### config.mk
export PLATFORM = sky130hd
export DESIGN_NAME = stream_packer_top
export DESIGN_NICKNAME = d
export VERILOG_FILES = /design/src/design/packer_pkg.sv /design/src/design/stream_packer_top.sv /design/src/design/word_packer.sv /design/src/design/byte_ingress.sv /design/src/design/fifo_sync.sv /design/src/design/dual_port_ram.sv
export VERILOG_INCLUDE_DIRS = /design/src /design/src/include
export SDC_FILE = /design/constraint.sdc
export NUM_CORES = 1
export LEC_CHECK = 0
export BUFFER_PORTS_ARGS = -buffer_cell sky130_fd_sc_hd__buf_2
export CORE_ASPECT_RATIO = 1.25
export CORE_MARGIN = 3
export CORE_UTILIZATION = 30
export CTS_BUF_LIST = sky130_fd_sc_hd__clkbuf_8
export DETAILED_ROUTE_END_ITERATION = 8
export SYNTH_ARGS = -nofsm -noshare
export SYNTH_HDL_FRONTEND = slang
export SYNTH_SLANG_ARGS = --single-unit
### constraint.sdc
create_clock -name clk -period 6.9 [get_ports clk]
set_input_delay 1.38 -clock clk [delete_from_list [all_inputs] [get_ports clk]]
set_output_delay 1.38 -clock clk [all_outputs]
set_load 0.01 [all_outputs]
### src/include/packer_consts.svh
// sizing macros for the stream packer, included by every file that needs widths or depth
`ifndef PACKER_CONSTS_SVH
`define PACKER_CONSTS_SVH

// ##########################################################
// data widths
// ##########################################################
`define PK_BYTE_W 8        // one input byte
`define PK_WORD_W 32       // packed output word

// ##########################################################
// buffering and statistics
// ##########################################################
`define PK_FIFO_DEPTH 8    // entries, power of two
`define PK_DROP_W 16       // saturating drop counter

`endif
### src/design/packer_pkg.sv
// shared types for the stream packer, referenced by scoped name from ingress and packer
`include "packer_consts.svh"

package packer_pkg;

   // ##########################################################
   // fifo entry opcode
   // ##########################################################
   typedef enum logic [1:0]
   {
      OP_DATA  = 2'd0,     // plain byte
      OP_LAST  = 2'd1,     // byte that closes the stream
      OP_FLUSH = 2'd2      // no byte, closes the stream
   } op_e;

   localparam int OP_W = $bits(op_e);            // opcode field width

   // entry layout is {opcode, byte}
   localparam int ENTRY_W = OP_W + `PK_BYTE_W;   // 10 bits with 8 bit bytes

endpackage

### src/design/stream_packer_top.sv
// top level of the byte-to-word stream packer, connects ingress, fifo and word packer
`timescale 1ns/1ps
`include "packer_consts.svh"

module stream_packer_top
(
   input  logic                               clk,
   input  logic                               nreset,     // async, active low
   input  logic                               clear,      // sync clear pulse
   input  logic [`PK_BYTE_W-1:0]              din,
   input  logic                               din_valid,  // byte strobe
   input  logic                               flush,      // end of stream pulse
   input  logic                               hold,       // back-pressure level
   output logic                               in_full,    // fifo full level
   output logic [$clog2(`PK_FIFO_DEPTH):0]    fill_level, // fifo occupancy
   output logic [`PK_DROP_W-1:0]              drop_count,
   output logic [`PK_WORD_W-1:0]              dout,
   output logic                               dout_valid, // word pulse
   output logic [2:0]                         dout_bytes  // 1 to 4
);

   // ##########################################################
   // fifo side wires
   // ##########################################################
   logic                           fifo_wr_en;
   logic [packer_pkg::ENTRY_W-1:0] fifo_wr_data;
   logic                           fifo_rd_en;
   logic [packer_pkg::ENTRY_W-1:0] fifo_rd_data;
   logic                           fifo_empty;

   byte_ingress ingress_i
   (
      .clk        (clk),
      .nreset     (nreset),
      .clear      (clear),
      .din        (din),
      .din_valid  (din_valid),
      .flush      (flush),
      .full       (in_full),              // same flag seen outside
      .wr_en      (fifo_wr_en),
      .wr_data    (fifo_wr_data),
      .drop_count (drop_count)
   );

   fifo_sync
   #(
      .WIDTH (packer_pkg::ENTRY_W),
      .DEPTH (`PK_FIFO_DEPTH)
   )
   fifo_i
   (
      .clk     (clk),
      .nreset  (nreset),
      .clear   (clear),
      .wr_en   (fifo_wr_en),
      .wr_data (fifo_wr_data),
      .full    (in_full),
      .count   (fill_level),
      .rd_en   (fifo_rd_en),
      .rd_data (fifo_rd_data),
      .empty   (fifo_empty)
   );

   word_packer packer_i
   (
      .clk        (clk),
      .nreset     (nreset),
      .clear      (clear),
      .hold       (hold),
      .empty      (fifo_empty),
      .rd_data    (fifo_rd_data),
      .rd_en      (fifo_rd_en),
      .dout       (dout),
      .dout_valid (dout_valid),
      .dout_bytes (dout_bytes)
   );

endmodule

### src/design/word_packer.sv
// output side of the packer, drains fifo entries and assembles little-endian words
`timescale 1ns/1ps
`include "packer_consts.svh"

module word_packer
(
   input  logic                           clk,
   input  logic                           nreset,     // async, active low
   input  logic                           clear,      // drops in-flight and partial data
   input  logic                           hold,       // downstream back-pressure level
   input  logic                           empty,      // fifo empty flag
   input  logic [packer_pkg::ENTRY_W-1:0] rd_data,    // entry, one cycle after rd_en
   output logic                           rd_en,      // fifo read
   output logic [`PK_WORD_W-1:0]          dout,       // packed word
   output logic                           dout_valid, // one cycle pulse
   output logic [2:0]                     dout_bytes  // bytes in dout, 1 to 4
);

   localparam int LANES = `PK_WORD_W / `PK_BYTE_W;   // 4 byte lanes
   localparam int LW    = $clog2(LANES);             // lane counter width

   logic                    rd_vld;        // rd_data holds a fresh entry
   logic [LW-1:0]           lane;          // next free lane
   logic [`PK_WORD_W-1:0]   acc;           // partial word, unused lanes zero
   packer_pkg::op_e         op;            // decoded opcode
   logic [`PK_BYTE_W-1:0]   byte_in;       // decoded byte
   logic                    has_byte;      // entry carries a byte
   logic                    emit;          // word complete this entry
   logic [`PK_WORD_W-1:0]   merged;        // acc with the new byte placed
   logic [2:0]              nbytes;        // byte count including new byte

   // ##########################################################
   // read issue
   // ##########################################################
   assign rd_en = ~empty & ~hold;          // may fire every cycle

   always_ff @(posedge clk or negedge nreset)
   begin
      if (!nreset)
      begin
         rd_vld <= 1'b0;
      end
      else
      begin
         rd_vld <= rd_en & ~clear;         // data shows next cycle
      end
   end

   // ##########################################################
   // entry decode and lane placement
   // ##########################################################
   assign op      = packer_pkg::op_e'(rd_data[packer_pkg::ENTRY_W-1 -: packer_pkg::OP_W]);
   assign byte_in = rd_data[`PK_BYTE_W-1:0];

   always_comb
   begin
      has_byte = (op == packer_pkg::OP_DATA) || (op == packer_pkg::OP_LAST);
      merged   = acc;
      if (has_byte)
      begin
         merged[lane*`PK_BYTE_W +: `PK_BYTE_W] = byte_in;  // little endian lanes
      end
      nbytes = 3'(lane) + 3'(has_byte);
      emit   = (has_byte && (lane == LW'(LANES-1)))        // fourth byte
             || (op == packer_pkg::OP_LAST)                 // stream end with byte
             || ((op == packer_pkg::OP_FLUSH) && (lane != '0));  // flush with pending
   end

   // ##########################################################
   // accumulator and word output
   // ##########################################################
   always_ff @(posedge clk or negedge nreset)
   begin
      if (!nreset)
      begin
         lane       <= '0;
         acc        <= '0;
         dout_valid <= 1'b0;
      end
      else if (clear)
      begin
         lane       <= '0;                 // partial word discarded
         acc        <= '0;
         dout_valid <= 1'b0;
      end
      else
      begin
         dout_valid <= rd_vld & emit;      // single cycle pulse
         if (rd_vld && emit)
         begin
            lane <= '0;                    // start next word
            acc  <= '0;
         end
         else if (rd_vld && has_byte)
         begin
            lane <= lane + 1'b1;
            acc  <= merged;
         end
      end
   end

   // payload registers
   always_ff @(posedge clk)
   begin
      if (rd_vld && emit)
      begin
         dout       <= merged;
         dout_bytes <= nbytes;
      end
   end

endmodule

### src/design/byte_ingress.sv
// input side of the packer, turns byte strobes and flush pulses into fifo entries
`timescale 1ns/1ps
`include "packer_consts.svh"

module byte_ingress
(
   input  logic                          clk,
   input  logic                          nreset,     // async, active low
   input  logic                          clear,      // zeroes the drop counter
   input  logic [`PK_BYTE_W-1:0]         din,        // input byte
   input  logic                          din_valid,  // byte strobe
   input  logic                          flush,      // end of stream pulse
   input  logic                          full,       // fifo cannot take an entry
   output logic                          wr_en,      // fifo write
   output logic [packer_pkg::ENTRY_W-1:0] wr_data,   // {opcode, byte}
   output logic [`PK_DROP_W-1:0]         drop_count  // refused entries, saturating
);

   packer_pkg::op_e      op;               // encoded opcode
   logic [`PK_BYTE_W-1:0] byte_field;      // payload, zero for flush
   logic                  offer;           // an entry exists this cycle

   // ##########################################################
   // entry encoding
   // ##########################################################
   always_comb
   begin
      op         = packer_pkg::OP_DATA;
      byte_field = din;
      if (din_valid && flush)
      begin
         op = packer_pkg::OP_LAST;          // byte closes the stream
      end
      else if (!din_valid)
      begin
         op         = packer_pkg::OP_FLUSH; // bare flush
         byte_field = '0;
      end
   end

   assign offer   = din_valid | flush;
   assign wr_en   = offer & ~full;         // only when there is room
   assign wr_data = {op, byte_field};

   // ##########################################################
   // drop counter
   // ##########################################################
   always_ff @(posedge clk or negedge nreset)
   begin
      if (!nreset)
      begin
         drop_count <= '0;
      end
      else if (clear)
      begin
         drop_count <= '0;
      end
      else if (offer && full && (drop_count != '1))
      begin
         drop_count <= drop_count + 1'b1;   // holds at all ones
      end
   end

endmodule

### src/design/fifo_sync.sv
// single-clock fifo with wrap-bit pointers, occupancy count and sync clear around dual_port_ram
`timescale 1ns/1ps

module fifo_sync
#(
   parameter int WIDTH = 8,                // entry width
   parameter int DEPTH = 8                 // entries, power of two
)
(
   input  logic                     clk,
   input  logic                     nreset,   // async, active low
   input  logic                     clear,    // sync clear of pointers and count
   // write side
   input  logic                     wr_en,
   input  logic [WIDTH-1:0]         wr_data,
   output logic                     full,
   output logic [$clog2(DEPTH):0]   count,    // 0 .. DEPTH
   // read side
   input  logic                     rd_en,
   output logic [WIDTH-1:0]         rd_data,  // entry one cycle after rd_en
   output logic                     empty
);

   localparam int AW = $clog2(DEPTH);      // address bits

   // ##########################################################
   // pointers and flags
   // ##########################################################
   logic [AW:0] wr_ptr;                    // msb is the wrap bit
   logic [AW:0] rd_ptr;                    // msb is the wrap bit
   logic        addr_match;                // low bits equal
   logic        fifo_write;                // accepted write
   logic        fifo_read;                 // accepted read

   assign addr_match = (wr_ptr[AW-1:0] == rd_ptr[AW-1:0]);
   assign full       = addr_match & (wr_ptr[AW] != rd_ptr[AW]);   // writer lapped reader
   assign empty      = addr_match & (wr_ptr[AW] == rd_ptr[AW]);   // same lap

   assign fifo_write = wr_en & ~full;      // write on full is dropped
   assign fifo_read  = rd_en & ~empty;     // read on empty is ignored

   // pointer update
   always_ff @(posedge clk or negedge nreset)
   begin
      if (!nreset)
      begin
         wr_ptr <= '0;
         rd_ptr <= '0;
      end
      else if (clear)
      begin
         wr_ptr <= '0;                      // back to empty
         rd_ptr <= '0;
      end
      else
      begin
         if (fifo_write)
         begin
            wr_ptr <= wr_ptr + 1'b1;        // wraps through the msb
         end
         if (fifo_read)
         begin
            rd_ptr <= rd_ptr + 1'b1;
         end
      end
   end

   // ##########################################################
   // occupancy count
   // ##########################################################
   always_ff @(posedge clk or negedge nreset)
   begin
      if (!nreset)
      begin
         count <= '0;
      end
      else if (clear)
      begin
         count <= '0;
      end
      else if (fifo_write & ~fifo_read)
      begin
         count <= count + 1'b1;             // one more stored
      end
      else if (fifo_read & ~fifo_write)
      begin
         count <= count - 1'b1;             // one drained
      end
   end

   // ##########################################################
   // memory array
   // ##########################################################
   dual_port_ram
   #(
      .WIDTH (WIDTH),
      .DEPTH (DEPTH)
   )
   ram_i
   (
      .clk     (clk),
      .wr_en   (fifo_write),
      .wr_addr (wr_ptr[AW-1:0]),
      .wr_data (wr_data),
      .rd_en   (fifo_read),
      .rd_addr (rd_ptr[AW-1:0]),
      .rd_data (rd_data)
   );

endmodule

### src/design/dual_port_ram.sv
// register-array memory with one write and one registered read port, used as the fifo store
`timescale 1ns/1ps

module dual_port_ram
#(
   parameter int WIDTH = 8,                // word width
   parameter int DEPTH = 8                 // number of words
)
(
   input  logic                     clk,
   input  logic                     wr_en,    // write strobe
   input  logic [$clog2(DEPTH)-1:0] wr_addr,
   input  logic [WIDTH-1:0]         wr_data,
   input  logic                     rd_en,    // read strobe
   input  logic [$clog2(DEPTH)-1:0] rd_addr,
   output logic [WIDTH-1:0]         rd_data   // valid the cycle after rd_en
);

   logic [WIDTH-1:0] mem [DEPTH];          // storage array

   // write port
   always_ff @(posedge clk)
   begin
      if (wr_en)
      begin
         mem[wr_addr] <= wr_data;           // lands on this edge
      end
   end

   // read port, output register holds its value between reads
   always_ff @(posedge clk)
   begin
      if (rd_en)
      begin
         rd_data <= mem[rd_addr];           // one cycle latency
      end
   end

endmodule

==> metrics.md <==
| Metric | Value |
|---|---|
| Sequential Power Share | ~56% |
| Dominant register cell in the synthesized netlist | edfxtp_1 |
| YS warnings | 0 |
| Post-layout minimum cycle time | between 3000 and 4000 ps |
| Part of the power in the clock network | 29.3% |
| TritonCTS clock tree | done |
| Worst Hold Path Cells | 2 |
| Clock Sink Count | between 150 and 200 |
| Post-placement setup slack | 3163 ps |
| Sum of routed wire length over all layers | 16060 um |
| Mean area per synthesized cell | about 15 um^2 |
| Count of maximum capacitance violations | 0 |
| Post-DRT Antenna Nets | 0 |
| Chip Height | around 190 um |
| Global-route wire length before repair | around 26000 um |
| Category of the most critical setup path | reg -> out |
| P per Cell Area | 259.9 mW/mm^2 |
| # hold bufs at CTS | 0 |
| Number of input and output port buffers inserted | 70 |
| Number of remaining DRC errors | 0 |
| FP Rows | 66 |
| Via count normalized by instance count | roughly 4.8 |
| Part of the total power dissipated in combinational logic | approximately 15% |
| Total via count after detailed routing | 4683 |
| Final estimated routing congestion in global placement | approximately 0.74 |
| Max Freq | 298.5 MHz |
| Cells after synthesis | 551 |
| Fin. max-slew vios | 0 |
| Largest fanout on the critical path | 13 |
| Cell area after synthesis | just over 0.008 mm^2 |
| Total Nets Final | between 600 and 700 |
| Number of standard cells in the layout, taps in and fillers out | just under 1000 |
| Remaining global-route overflow | 0 |
| Count of state elements after synthesis | 189 |
| Final Skew | approximately 22 ps |
| Worst reg2reg setup slack | about 3900 ps |
| CORE AREA | ~0.026 mm^2 |
| Ratio of cells with drive above 1 in the final layout | about 25% |
| Dpl cell area | approximately 0.009 mm^2 |
| Clock latency on the worst-skew pair | approximately 460 ps |
| Slew at the pin with the worst max-slew slack | 899.4 ps |
| Antenna violations before repair | 1 |
| DRC violation total after the first TritonRoute iteration | 285 |
| Area growth from synthesis to layout | 13.24% |
| Net Sw Power | approximately 700 uW |
| Number of global-route vias before repair | 4811 |
| Hold Path End | packer_i.acc[3] |
| Count of flip-flops with a built-in enable after synthesis | ~130 |
| Setup violation total in the final timing report | 0 |
| Leakage power of the design | ~0.0034 uW |
| Peak supply drop | 0.09593 mV |
| Element type at the critical path end | output pin |
| Internal power component | ~1700 uW |
| Final critical-path share of the clock period | between 40 and 50% |
| Depth of the worst register-to-register path | 9 |
| CTS resizes | 0 |
| Average detailed-routed wire length per instance | ~17 um |
| Worst-path clk slew | 100 ps |
| Post-CTS Setup Repair Bufs | 0 |
| Clock buffer count from CTS | 17 |
| Distinct cell type count after synthesis | 53 |
| Effective utilization at floorplan | 30.90% |
| Hold Crit Class | reg -> reg |
| Worst setup margin | 3550 ps |
| Setup TNS | 0 ps |
| Fill cell count | roughly 2500 |
| Design area | a little over 0.009 mm^2 |
| Pin count of the biggest net entering global routing | 65 |
| Unrepaired setup endpoints after global routing | no |
| CTS H-Tree Depth | 4 |
| Die Outline Area | ~0.029 mm^2 |
| Hold Path Origin | packer_i.acc[3] |
| Number of nets produced by synthesis | between 500 and 600 |
| Worst EP arrival | approximately 2000 ps |
| Final core occ | a little over a third |
| CTS Root Cell | clkbuf_8 |
| Io pins | 71 |
| Final hold vios | 0 |
| Share of total power consumed by net switching | ~29% |
| Element type at the critical path start | flop |
| Longest Clk Path Bufs | 2 |
| Length of the first detailed-routing pass in iterations | 4 |
| Worst flop-to-flop path endpoint | fifo_i.count[3] |
| Result of the run | complete, no violations |
| Data required, critical path | about 5500 ps |
| Die X | 153.3 um |
| Total half-perimeter wirelength after legalization and detailed placement | ~11000 um |
| Sequential area share after synthesis | about 66% |
| Slew headroom | between 30% and 40% |
| Async S/R FF share, synth | 33.86% |
| Combined global-route utilization of all metal layers | a little under an eighth |
| Post-Place Cells | between 900 and 1000 |
| Startpoint of the lowest-slack register-to-register path | fifo_i.rd_ptr[2] |
-- critical path, stage by stage (launching register included) --
cell,delay (ps)
dfrtp_1,640
xnor2_2,420
nand4_4,190
inv_4,120
buf_2,150
-- state kept, by name (all words and copies together), names as in the netlist --
register	flops
packer_i.dout_bytes	3
fifo_i.rd_ptr	4
packer_i.acc	32
packer_i.dout	32
fifo_i.count	4
packer_i.lane	2
fifo_i.ram_i.rd_data	10
packer_i.rd_vld	1
fifo_i.ram_i.mem	80
ingress_i.drop_count	16
fifo_i.wr_ptr	4
packer_i.dout_valid	1
-- how the worst max path moves through the flow --
stage / slack, ps / to / cells past startpoint / from
after detailed placement: 3160 / fifo_i.count[3] / 10 / din_valid
after global placement: 3200 / fifo_i.count[3] / 10 / din_valid
after floorplan: 3690 / fifo_i.ram_i.mem[2][0] / 4 / flush
after CTS: 3480 / in_full / 4 / fifo_i.rd_ptr[2]
after global routing: 3390 / in_full / 4 / fifo_i.rd_ptr[2]
final: 3550 / in_full / 4 / fifo_i.rd_ptr[2]
-- kinds of logic after synthesis --
logic type | Yosys count | share of synthesized area, %
flip-flops | 189 | 65.80
AND/OR/NAND/NOR | 150 | 10.07
AO/OA/AOI/OAI | 95 | 9.055
buffers and inverters | 50 | 2.906
multiplexers | 40 | 8.209
XOR/XNOR | 14 | 1.876
adder cells (fa/ha/maj) | 13 | 2.091
-- power by group through the flow --
stage	clock (uW)	combinational (uW)	sequential, uW
detailed placement	0	360	1370
global route	782	391	1350
finish	703	350	1340
global placement	0	354	1370
floorplan	0	273	1340
CTS	730	361	1340
-- cells in the mapped netlist, types with 6 or more instances --
library cell  count  area [um^2]
buf_1             8        30.03
mux4_2           20        450.4
and2_1           10        62.56
clkbuf_1         21        78.83
o31ai_1           6        45.04
nor2_1           55        206.5
ha_1             12        150.1
a22oi_1          32        240.2
a21oi_1          13        65.06
xnor2_1           6        52.55
and3_1            7        43.79
a22o_1           32        280.3
mux2i_1           6        60.06
nand3_1           9        45.04
inv_1            10        37.54
edfxtp_1        125         3754
or4_1             7        52.55
dfrtp_1          64         1602
mux2_2           10        112.6
nand2_1          21        78.83
-- final cells by class --
class	count	area, um^2	area share, %
clock buffers	17	234.0	2.539
inverters	11	43.79	0.4752
multi-input cells	312	2547	27.64
well taps	340	425.4	4.616
diodes	1	2.502	0.02715
repair buffers	83	447.9	4.860
clock inverters	15	160.2	1.738
flip-flops and latches	189	5355	58.10
-- per-layer routing --
metal  track usage, %  vias to the layer above  wire length, um
met5                0                        -                0
met4            4.422                        0              285
met3            2.526                       15              541
met2            19.30                       81             8330
met1            14.54                     2360             6907
li1                 -                     2227                -
-- layout by cell type (no fill, tap or decap), types with 2 or more instances in the layout --
| master | netlist | final |
|---|---|---|
| or4_1 | 7 | 7 |
| buf_4 | 1 | 13 |
| nand2b_1 | 4 | 4 |
| inv_1 | 10 | 11 |
| a21oi_1 | 13 | 13 |
| buf_2 | 4 | 70 |
| xor2_1 | 4 | 4 |
| inv_6 | 0 | 4 |
| a22oi_1 | 32 | 32 |
| a21o_1 | 2 | 2 |
| and4_1 | 3 | 3 |
| nand4_1 | 5 | 5 |
| clkinv_8 | 0 | 5 |
| nor2b_1 | 5 | 5 |
| nor4_2 | 2 | 2 |
| xnor2_2 | 3 | 3 |
| or3_1 | 2 | 2 |
| mux2_1 | 4 | 4 |
| mux2_2 | 10 | 10 |
| nor4_1 | 4 | 4 |
| and3_1 | 7 | 7 |
| o21ai_0 | 5 | 5 |
| mux2i_1 | 6 | 6 |
| nor3_1 | 5 | 5 |
| nor2_1 | 55 | 55 |
| nor3b_1 | 3 | 3 |
| a22o_1 | 32 | 32 |
| edfxtp_1 | 125 | 125 |
| clkbuf_8 | 0 | 17 |
| o31ai_1 | 6 | 6 |
| nand3_1 | 9 | 9 |
| mux4_2 | 20 | 20 |
| nand2_1 | 21 | 21 |
| xnor2_1 | 6 | 6 |
| dfrtp_1 | 64 | 64 |
| clkinvlp_4 | 0 | 2 |
| and2_1 | 10 | 10 |
| ha_1 | 12 | 12 |
-- per-stage QoR --
step	power [uW]	hold WS (ps)
final	2395	536.6
after global routing	2526	552.6
after CTS	2435	538.6
after detailed placement	1729	512.1
after global placement	1722	505.4
after floorplan	1613	491.5
No activity file was read; power rests on OpenSTA's default activity.
